===== src/axi_pkg.sv =====
package axi_pkg;

    // fixed ids, one per requesting port
    localparam logic [3:0] id_inst = 4'd0;
    localparam logic [3:0] id_data = 4'd1;

    // incrementing bursts of full words only
    localparam logic [1:0] burst_incr = 2'b01;
    localparam logic [2:0] size_word = 3'b010;

    localparam logic [1:0] resp_okay = 2'b00;

    // beats minus one
    typedef logic [7:0] len_t;

endpackage


===== src/mem_pkg.sv =====
package mem_pkg;

    typedef logic [31:0] word_t;
    typedef logic [3:0] strb_t;

    // unmapped segments of the MIPS address map
    localparam word_t kseg0_base = 32'h8000_0000;
    localparam word_t kseg1_base = 32'hA000_0000;

    // clears the segment bits
    localparam word_t seg_mask = 32'h1FFF_FFFF;

    // fixed translation, same as a simple MMU without a TLB
    function automatic word_t to_paddr(input word_t vaddr);
        word_t seg;
        seg = vaddr & ~seg_mask;
        if (seg == kseg0_base || seg == kseg1_base) begin
            return vaddr & seg_mask;
        end
        return vaddr;
    endfunction

    // kseg1 bypasses the caches
    function automatic logic is_uncached(input word_t vaddr);
        return (vaddr & ~seg_mask) == kseg1_base;
    endfunction

endpackage


===== src/rd_req_if.sv =====
interface rd_req_if;

    // address channel
    mem_pkg::word_t araddr;
    axi_pkg::len_t  arlen;
    logic           arvalid;
    logic           arready;

    // data channel
    mem_pkg::word_t rdata;
    logic           rlast;
    logic           rvalid;
    logic           rready;

    modport requester (
        output araddr,
        output arlen,
        output arvalid,
        output rready,
        input  arready,
        input  rdata,
        input  rlast,
        input  rvalid
    );

    modport arbiter (
        input  araddr,
        input  arlen,
        input  arvalid,
        input  rready,
        output arready,
        output rdata,
        output rlast,
        output rvalid
    );

endinterface


===== src/wr_req_if.sv =====
interface wr_req_if;

    mem_pkg::word_t awaddr;
    logic           awvalid;
    logic           awready;

    mem_pkg::word_t wdata;
    mem_pkg::strb_t wstrb;
    logic           wvalid;
    logic           wready;

    logic           bvalid;
    logic           bready;

    modport requester (
        output awaddr, awvalid, wdata, wstrb, wvalid, bready,
        input  awready, wready, bvalid
    );

    modport arbiter (
        input  awaddr, awvalid, wdata, wstrb, wvalid, bready,
        output awready, wready, bvalid
    );

endinterface


===== src/axi_arbiter.sv =====
module axi_arbiter (
    input  logic           i_aclk,
    input  logic           i_rst_n,

    rd_req_if.arbiter      inst,
    rd_req_if.arbiter      data,
    wr_req_if.arbiter      wr,

    output logic [3:0]     o_arid,
    output mem_pkg::word_t o_araddr,
    output axi_pkg::len_t  o_arlen,
    output logic [2:0]     o_arsize,
    output logic [1:0]     o_arburst,
    output logic           o_arvalid,
    input  logic           i_arready,

    input  logic [3:0]     i_rid,
    input  mem_pkg::word_t i_rdata,
    input  logic [1:0]     i_rresp,
    input  logic           i_rlast,
    input  logic           i_rvalid,
    output logic           o_rready,

    output logic [3:0]     o_awid,
    output mem_pkg::word_t o_awaddr,
    output axi_pkg::len_t  o_awlen,
    output logic [2:0]     o_awsize,
    output logic [1:0]     o_awburst,
    output logic           o_awvalid,
    input  logic           i_awready,

    output logic [3:0]     o_wid,
    output mem_pkg::word_t o_wdata,
    output mem_pkg::strb_t o_wstrb,
    output logic           o_wlast,
    output logic           o_wvalid,
    input  logic           i_wready,

    input  logic [3:0]     i_bid,
    input  logic [1:0]     i_bresp,
    input  logic           i_bvalid,
    output logic           o_bready
);

    typedef enum logic [1:0] {RD_IDLE, RD_ADDR, RD_DATA} rd_state_t;

    rd_state_t rd_state;
    logic      grant_data;
    logic      sel_data;
    logic      owned;

    // choice is locked once an address is shown, data side first
    assign sel_data = (rd_state == RD_IDLE) ? data.arvalid : grant_data;
    assign owned    = (rd_state == RD_DATA);

    assign o_arid    = sel_data ? axi_pkg::id_data : axi_pkg::id_inst;
    assign o_araddr  = sel_data ? data.araddr : inst.araddr;
    assign o_arlen   = sel_data ? data.arlen : inst.arlen;
    assign o_arsize  = axi_pkg::size_word;
    assign o_arburst = axi_pkg::burst_incr;
    assign o_arvalid = !owned && (sel_data ? data.arvalid : inst.arvalid);

    assign data.arready = i_arready && !owned && sel_data;
    assign inst.arready = i_arready && !owned && !sel_data;

    // R beats go to the holder of the grant
    assign o_rready    = owned && (grant_data ? data.rready : inst.rready);
    assign data.rvalid = i_rvalid && owned && grant_data;
    assign inst.rvalid = i_rvalid && owned && !grant_data;
    assign data.rdata  = i_rdata;
    assign inst.rdata  = i_rdata;
    assign data.rlast  = i_rlast;
    assign inst.rlast  = i_rlast;

    always_ff @(posedge i_aclk) begin
        if (!i_rst_n) begin
            rd_state   <= RD_IDLE;
            grant_data <= 1'b0;
        end else begin
            case (rd_state)
                RD_IDLE: begin
                    if (o_arvalid) begin
                        grant_data <= sel_data;
                        rd_state   <= i_arready ? RD_DATA : RD_ADDR;
                    end
                end
                RD_ADDR: if (i_arready) rd_state <= RD_DATA;
                RD_DATA: begin
                    if (i_rvalid && o_rready && i_rlast) begin
                        rd_state <= RD_IDLE;
                    end
                end
                default: rd_state <= RD_IDLE;
            endcase
        end
    end

    // single-beat writes from the data port only
    assign o_awid    = axi_pkg::id_data;
    assign o_awaddr  = wr.awaddr;
    assign o_awlen   = '0;
    assign o_awsize  = axi_pkg::size_word;
    assign o_awburst = axi_pkg::burst_incr;
    assign o_awvalid = wr.awvalid;
    assign wr.awready = i_awready;

    assign o_wid    = axi_pkg::id_data;
    assign o_wdata  = wr.wdata;
    assign o_wstrb  = wr.wstrb;
    assign o_wlast  = 1'b1;
    assign o_wvalid = wr.wvalid;
    assign wr.wready = i_wready;

    assign wr.bvalid = i_bvalid;
    assign o_bready  = wr.bready;

endmodule


===== src/d_uncached_port.sv =====
module d_uncached_port (
    input  logic           i_aclk,
    input  logic           i_rst_n,

    input  logic           i_req,
    input  logic           i_we,
    input  mem_pkg::strb_t i_wstrb,
    input  mem_pkg::word_t i_vaddr,
    input  mem_pkg::word_t i_wdata,
    output logic           o_valid,
    output mem_pkg::word_t o_rdata,

    rd_req_if.requester    rd,
    wr_req_if.requester    wr
);

    typedef enum logic [2:0] {D_IDLE, D_RD_ADDR, D_RD_DATA, D_WR, D_RESP} state_t;

    state_t         state;
    mem_pkg::word_t addr_q;
    mem_pkg::word_t wdata_q;
    mem_pkg::strb_t wstrb_q;
    logic           aw_done;
    logic           w_done;

    assign rd.araddr  = addr_q;
    assign rd.arlen   = '0;
    assign rd.arvalid = (state == D_RD_ADDR);
    assign rd.rready  = (state == D_RD_DATA);

    // AW and W may complete in either order
    assign wr.awaddr  = addr_q;
    assign wr.awvalid = (state == D_WR) && !aw_done;
    assign wr.wdata   = wdata_q;
    assign wr.wstrb   = wstrb_q;
    assign wr.wvalid  = (state == D_WR) && !w_done;
    assign wr.bready  = (state == D_RESP);

    always_ff @(posedge i_aclk) begin
        if (!i_rst_n) begin
            state   <= D_IDLE;
            o_valid <= 1'b0;
            aw_done <= 1'b0;
            w_done  <= 1'b0;
        end else begin
            o_valid <= 1'b0;
            case (state)
                D_IDLE: begin
                    aw_done <= 1'b0;
                    w_done  <= 1'b0;
                    if (i_req) begin
                        state <= i_we ? D_WR : D_RD_ADDR;
                    end
                end
                D_RD_ADDR: if (rd.arready) state <= D_RD_DATA;
                D_RD_DATA: begin
                    if (rd.rvalid && rd.rlast) begin
                        state   <= D_IDLE;
                        o_valid <= 1'b1;
                    end
                end
                D_WR: begin
                    if (wr.awvalid && wr.awready) aw_done <= 1'b1;
                    if (wr.wvalid && wr.wready) w_done <= 1'b1;
                    if ((aw_done || wr.awready) && (w_done || wr.wready)) begin
                        state <= D_RESP;
                    end
                end
                D_RESP: begin
                    if (wr.bvalid) begin
                        state   <= D_IDLE;
                        o_valid <= 1'b1;
                    end
                end
                default: state <= D_IDLE;
            endcase
        end
    end

    always_ff @(posedge i_aclk) begin
        if (state == D_IDLE && i_req) begin
            addr_q  <= mem_pkg::to_paddr(i_vaddr);
            wdata_q <= i_wdata;
            wstrb_q <= i_wstrb;
        end
        if (rd.rvalid && rd.rready) begin
            o_rdata <= rd.rdata;
        end
    end

endmodule


===== src/i_cache.sv =====
module i_cache #(
    parameter int LINE_WORDS = 4,
    parameter int SET_COUNT  = 16
) (
    input  logic           i_aclk,
    input  logic           i_rst_n,

    input  logic           i_req,
    input  mem_pkg::word_t i_vaddr,
    output logic           o_valid,
    output mem_pkg::word_t o_data,

    rd_req_if.requester    mem
);

    localparam int OFF_W = $clog2(LINE_WORDS);
    localparam int IDX_W = $clog2(SET_COUNT);
    localparam int TAG_W = 32 - 2 - OFF_W - IDX_W;

    typedef enum logic [1:0] {C_IDLE, C_ADDR, C_BEAT} state_t;

    state_t         state;
    mem_pkg::word_t paddr;
    mem_pkg::word_t req_addr;
    logic           req_unc;
    logic           hit;
    logic           beat;
    logic [OFF_W-1:0] beat_cnt;

    logic [IDX_W-1:0] idx, req_idx;
    logic [TAG_W-1:0] tag, req_tag;
    logic [OFF_W-1:0] off, req_off;

    logic [SET_COUNT-1:0] valid_q;
    logic [TAG_W-1:0]     tag_q  [SET_COUNT];
    mem_pkg::word_t       data_q [SET_COUNT][LINE_WORDS];

    assign paddr = mem_pkg::to_paddr(i_vaddr);

    // lookup fields of the incoming address
    assign idx = paddr[2+OFF_W +: IDX_W];
    assign tag = paddr[31 -: TAG_W];
    assign off = paddr[2 +: OFF_W];

    // same fields of the request being served
    assign req_idx = req_addr[2+OFF_W +: IDX_W];
    assign req_tag = req_addr[31 -: TAG_W];
    assign req_off = req_addr[2 +: OFF_W];

    assign hit = valid_q[idx] && (tag_q[idx] == tag) && !mem_pkg::is_uncached(i_vaddr);
    assign beat = mem.rvalid && mem.rready;

    // line-aligned burst for a refill, one beat otherwise
    assign mem.araddr  = req_unc ? req_addr : {req_addr[31:2+OFF_W], {(2+OFF_W){1'b0}}};
    assign mem.arlen   = req_unc ? '0 : axi_pkg::len_t'(LINE_WORDS - 1);
    assign mem.arvalid = (state == C_ADDR);
    assign mem.rready  = (state == C_BEAT);

    always_ff @(posedge i_aclk) begin
        if (!i_rst_n) begin
            state    <= C_IDLE;
            o_valid  <= 1'b0;
            valid_q  <= '0;
            beat_cnt <= '0;
        end else begin
            o_valid <= 1'b0;
            case (state)
                C_IDLE: begin
                    if (i_req && hit) begin
                        o_valid <= 1'b1;
                    end else if (i_req) begin
                        state <= C_ADDR;
                    end
                end
                C_ADDR: begin
                    if (mem.arready) begin
                        state    <= C_BEAT;
                        beat_cnt <= '0;
                    end
                end
                C_BEAT: begin
                    if (beat) begin
                        beat_cnt <= beat_cnt + 1'b1;
                        if (mem.rlast) begin
                            state   <= C_IDLE;
                            o_valid <= 1'b1;
                            if (!req_unc) begin
                                valid_q[req_idx] <= 1'b1;
                            end
                        end
                    end
                end
                default: state <= C_IDLE;
            endcase
        end
    end

    // request capture, arrays and reply word
    always_ff @(posedge i_aclk) begin
        if (state == C_IDLE && i_req) begin
            req_addr <= paddr;
            req_unc  <= mem_pkg::is_uncached(i_vaddr);
            if (hit) begin
                o_data <= data_q[idx][off];
            end
        end
        if (beat) begin
            if (!req_unc) begin
                data_q[req_idx][beat_cnt] <= mem.rdata;
            end
            // the wanted word may come anywhere in the burst
            if (req_unc || beat_cnt == req_off) begin
                o_data <= mem.rdata;
            end
            if (mem.rlast && !req_unc) begin
                tag_q[req_idx] <= req_tag;
            end
        end
    end

endmodule


===== src/mem_sub_top.sv =====
module mem_sub_top #(
    parameter int LINE_WORDS = 4,
    parameter int SET_COUNT  = 16
) (
    input  logic           i_aclk,
    input  logic           i_rst_n,

    input  logic           i_inst_req,
    input  mem_pkg::word_t i_inst_addr,
    output logic           o_inst_valid,
    output mem_pkg::word_t o_inst_data,

    input  logic           i_data_req,
    input  logic           i_data_we,
    input  mem_pkg::strb_t i_data_wstrb,
    input  mem_pkg::word_t i_data_addr,
    input  mem_pkg::word_t i_data_wdata,
    output logic           o_data_valid,
    output mem_pkg::word_t o_data_rdata,

    output logic [3:0]     o_arid,
    output mem_pkg::word_t o_araddr,
    output axi_pkg::len_t  o_arlen,
    output logic [2:0]     o_arsize,
    output logic [1:0]     o_arburst,
    output logic           o_arvalid,
    input  logic           i_arready,
    input  logic [3:0]     i_rid,
    input  mem_pkg::word_t i_rdata,
    input  logic [1:0]     i_rresp,
    input  logic           i_rlast,
    input  logic           i_rvalid,
    output logic           o_rready,

    output logic [3:0]     o_awid,
    output mem_pkg::word_t o_awaddr,
    output axi_pkg::len_t  o_awlen,
    output logic [2:0]     o_awsize,
    output logic [1:0]     o_awburst,
    output logic           o_awvalid,
    input  logic           i_awready,
    output logic [3:0]     o_wid,
    output mem_pkg::word_t o_wdata,
    output mem_pkg::strb_t o_wstrb,
    output logic           o_wlast,
    output logic           o_wvalid,
    input  logic           i_wready,
    input  logic [3:0]     i_bid,
    input  logic [1:0]     i_bresp,
    input  logic           i_bvalid,
    output logic           o_bready
);

    rd_req_if inst_rd ();
    rd_req_if data_rd ();
    wr_req_if data_wr ();

    i_cache #(
        .LINE_WORDS (LINE_WORDS),
        .SET_COUNT  (SET_COUNT)
    ) i_cache (
        .i_aclk  (i_aclk),
        .i_rst_n (i_rst_n),
        .i_req   (i_inst_req),
        .i_vaddr (i_inst_addr),
        .o_valid (o_inst_valid),
        .o_data  (o_inst_data),
        .mem     (inst_rd.requester)
    );

    d_uncached_port d_uncached_port (
        .i_aclk  (i_aclk),
        .i_rst_n (i_rst_n),
        .i_req   (i_data_req),
        .i_we    (i_data_we),
        .i_wstrb (i_data_wstrb),
        .i_vaddr (i_data_addr),
        .i_wdata (i_data_wdata),
        .o_valid (o_data_valid),
        .o_rdata (o_data_rdata),
        .rd      (data_rd.requester),
        .wr      (data_wr.requester)
    );

    axi_arbiter axi_arbiter (
        .i_aclk    (i_aclk),
        .i_rst_n   (i_rst_n),
        .inst      (inst_rd.arbiter),
        .data      (data_rd.arbiter),
        .wr        (data_wr.arbiter),
        .o_arid    (o_arid),
        .o_araddr  (o_araddr),
        .o_arlen   (o_arlen),
        .o_arsize  (o_arsize),
        .o_arburst (o_arburst),
        .o_arvalid (o_arvalid),
        .i_arready (i_arready),
        .i_rid     (i_rid),
        .i_rdata   (i_rdata),
        .i_rresp   (i_rresp),
        .i_rlast   (i_rlast),
        .i_rvalid  (i_rvalid),
        .o_rready  (o_rready),
        .o_awid    (o_awid),
        .o_awaddr  (o_awaddr),
        .o_awlen   (o_awlen),
        .o_awsize  (o_awsize),
        .o_awburst (o_awburst),
        .o_awvalid (o_awvalid),
        .i_awready (i_awready),
        .o_wid     (o_wid),
        .o_wdata   (o_wdata),
        .o_wstrb   (o_wstrb),
        .o_wlast   (o_wlast),
        .o_wvalid  (o_wvalid),
        .i_wready  (i_wready),
        .i_bid     (i_bid),
        .i_bresp   (i_bresp),
        .i_bvalid  (i_bvalid),
        .o_bready  (o_bready)
    );

endmodule


===== config.mk =====
export PLATFORM = sky130hd
export DESIGN_NAME = mem_sub_top
export DESIGN_NICKNAME = d
export VERILOG_FILES = /design/src/axi_pkg.sv /design/src/mem_pkg.sv /design/src/rd_req_if.sv /design/src/wr_req_if.sv /design/src/axi_arbiter.sv /design/src/d_uncached_port.sv /design/src/i_cache.sv /design/src/mem_sub_top.sv
export SDC_FILE = /design/constraint.sdc
export NUM_CORES = 2
export LEC_CHECK = 0
export ABC_AREA = 0
export BUFFER_PORTS_ARGS = -buffer_cell sky130_fd_sc_hd__buf_4
export CAP_MARGIN = 40
export CORE_MARGIN = 1
export CORE_UTILIZATION = 40
export DETAILED_ROUTE_END_ITERATION = 6
export MAX_ROUTING_LAYER = met4
export SLEW_MARGIN = 10
export SYNTH_ARGS = -nofsm -noshare
export SYNTH_HDL_FRONTEND = slang
export SYNTH_SLANG_ARGS = --single-unit

===== constraint.sdc =====
create_clock -name i_aclk -period 17.1 [get_ports i_aclk]
set_input_delay 1.71 -clock i_aclk [delete_from_list [all_inputs] [get_ports i_aclk]]
set_output_delay 1.71 -clock i_aclk [all_outputs]
set_load 0.02 [all_outputs]

==> results_dict.tcl <==
set metrics [dict create \
    peakVddDrop_mv 0.0834 \
    syn_area_um2 101000 \
    clock_skew_ns 0.0722 \
    min_period_over_period_pct 41.5 \
    hold_violations 0 \
    synth.top_cells.by_area "edfxtp_1 76%, mux4_2 16%, dfxtp_1 1.2%" \
    arrival_ns 7.89 \
    nFillCells 20600 \
    worstPathMaxFanout 58 \
    sw_frac_of_total_pct 21.7 \
    yosysMostFrequentCell "edfxtp_1" \
    layout_min_cycle_time_ns 7.09 \
    vias_per_cell 5.79 \
    grt_max_degree 132 \
    async_flop_share_pct 0 \
    yosysTopAreaCell "edfxtp_1" \
    setup_tns_ns 0 \
    worst_slew_pin_slew_ns 0.942 \
    synth_top_family_by_area "multiplexers" \
    area_growth_pct 15.8 \
    power.leakage_uw 0.0370 \
    h-tree-depth 5 \
    post-cts-setup-buffer-count 0 \
    combPwrFrac_pct 6.4 \
    netlist_instances 4348 \
    clkLatencyLatePin_ns 0.94 \
    wire_per_inst_um 31.5 \
    synth_top_flop_cell "edfxtp_1" \
    status "complete, but fails checks" \
    yosys.area_share.simple_pct 1.61 \
    cts_made_buffers 291 \
    power_frac_clock_pct 42.0 \
    synthAdderAreaFrac_pct 0.0494 \
    grt_pass1_wl_um 370000 \
    port_buffers 316 \
    drt_iter0_drc 5587 \
    drive_above_1_share_pct 33.0 \
    whs_ns 0.458 \
    grt_use_total_pct 21.3 \
    clockBufferDepth 4 \
    dr.pass1.iters 7 \
    overflow 0 \
    ys_warn_count 0 \
    rsz0062_at_grt "no" \
    synth_top_area_share_pct 76.1 \
    hold_class "reg2reg" \
    cts_tree "built" \
    slew_viol_final 0 \
    critPathLaunchType "input pin" \
    cts.sinks 2627 \
    power_frac_seq_pct 51.5 \
    totalWireLength_um 265000 \
    required_ns 17.90 \
    postSynthAreaPerCell_um2 23.3 \
    core_area_um2 251000 \
    cts_hold_buf 0 \
    finalNetCount 5019 \
    first_global_vias 48900 \
    cts_resized 0 \
    start_util_pct 40.3 \
    clk_pin_slew_ns 0.06 \
    ys_seq_elements 2627 \
    place_hpwl_um 140000 \
    num_rows 184 \
    synth-xor-area-share_pct 0.173 \
    drc_errors 47 \
    drv_cap 0 \
    fp.dieH_um 505 \
    vias 48800 \
    synth.distinct_cells 74 \
    antenna_found_initial 24 \
    p_int_uw 11000 \
    p_total_uw 14000 \
    die_width_um 505 \
    ant_nets 0 \
    synthMuxAreaShare_pct 17.4 \
    power.density_nw_per_um2 119 \
    violations "design-rule violations" \
    worstSetupEndpointType "register" \
    p_sw_uw 3030 \
    worstSetupPathType "in2reg" \
    synth_compound_area_share_pct 1.78 \
    die_area_um2 255000 \
    root_buffer "clkbuf_16" \
    pin_count 365 \
    place_congestion 0.797 \
    synth_common_cells "2565 x edfxtp_1, 732 x mux4_2, 129 x nand2_1" \
    synth-edff-count 2565 \
    setup_ws_ns 10.01 \
    max_freq_ghz 0.141 \
    setup-violations-final 0 \
    dp_slack_ns 8.84 \
    slew_headroom_pct 37.2 \
    ys_seq_area_share_pct 77.3 \
]
==> state kept, by name, summed over array words and instances (netlist names), 4 cells and up <==
register and count:
i_cache.o_data 32, i_cache.tag_q 384, i_cache.data_q 2048, d_uncached_port.wr.wstrb 4, i_cache.valid_q 16, i_cache.req_addr 32, d_uncached_port.rd.araddr 32, d_uncached_port.wr.wdata 32
d_uncached_port.o_rdata 32
==> final cells by class <==
type / count / area (µm²) / share of cell area [%]
Timing Repair Buffer: 460 / 3820 / 3.26
Tap cell: 3348 / 4190 / 3.57
Antenna cell: 13 / 32.5 / 0.0278
Clock buffer: 385 / 7900 / 6.74
Inverter: 18 / 75.1 / 0.0640
Sequential cell: 2627 / 78300 / 66.8
Multi-Input combinational cell: 1462 / 22000 / 18.8
Clock inverter: 104 / 908 / 0.775
==> through the flow <==
step	util [%]	std cells	instance area, µm²
3_3_place_gp	42.9	7898	108000
4_1_cts	46.6	8403	117000
6_report	46.6	8417	117000
2_1_floorplan	-	4382	101000
3_5_place_dp	43.1	7914	108000
5_1_grt	46.6	8411	117000
==> power by group through the flow <==
stage          sequential (µW)  clock, µW  combinational [µW]
2_1_floorplan             7350          0                 463
3_3_place_gp              7340          0                 879
3_5_place_dp              7340          0                 901
4_1_cts                   7210       5980                 904
5_1_grt                   7210       6210                 949
6_report                  7210       5880                 897
==> critical path, stage by stage <==
cell and delay (ns):
buf_8 0.47, buf_4 0.76, buf_4 0.53, buf_16 0.28, buf_4 0.67, buf_4 0.39, buf_16 0.29, buf_4 0.61
mux4_2 0.60, mux4_2 0.49, mux4_2 0.48, a31o_1 0.23, o22a_1 0.16
==> cell usage in the layout (no fill, tap or decap), types with 7 or more instances in the layout <==
master	n
nand4_1	14
bufinv_16	16
mux4_1	16
inv_6	7
a22oi_1	11
nor2b_1	13
o21a_1	20
o22ai_1	7
clkbuf_16	300
edfxtp_1	2565
a21boi_0	37
clkinv_1	46
a31o_1	31
clkbuf_1	78
diode_2	13
o221ai_1	7
dfxtp_1	62
o22a_1	34
mux4_2	732
conb_1	36
xnor2_1	18
mux2i_1	62
nor2_1	33
nor3_1	13
clkinv_2	33
clkbuf_8	7
nand3_1	18
buf_16	14
a21oi_1	15
o21ai_0	13
nand2_1	129
nor2_4	82
inv_1	16
buf_4	438
nand2b_1	15
==> final timing paths <==
path                                            from  depth (start not counted)                  end  slack (ns)
worst max-delay path                  i_inst_addr[4]                         13   i_cache.o_data[12]       10.01
worst min-delay path             i_cache.valid_q[13]                          1  i_cache.valid_q[13]        0.46
worst max register to register  i_cache.tag_q[15][8]                          8   i_cache.o_data[14]       12.37
worst min register to register   i_cache.valid_q[13]                          1  i_cache.valid_q[13]        0.46
==> cell families after synthesis <==
family / after synthesis
other: 2
multiplexers: 816
buffers and inverters: 293
flip-flops: 2627
adder cells (fa/ha/maj): 4
AO/OA/AOI/OAI: 228
XOR/XNOR: 20
AND/OR/NAND/NOR: 358
==> metal layers <==
layer	track usage, %	vias to the layer above	share of wire [%]
met2	32.9	2188	48
met1	28.7	26700	41
li1	-	19500	-
met3	4.41	420	8.2
met5	-	-	0
met4	6.29	0	2.8
Note: power is estimated with default switching activity, not from simulation.
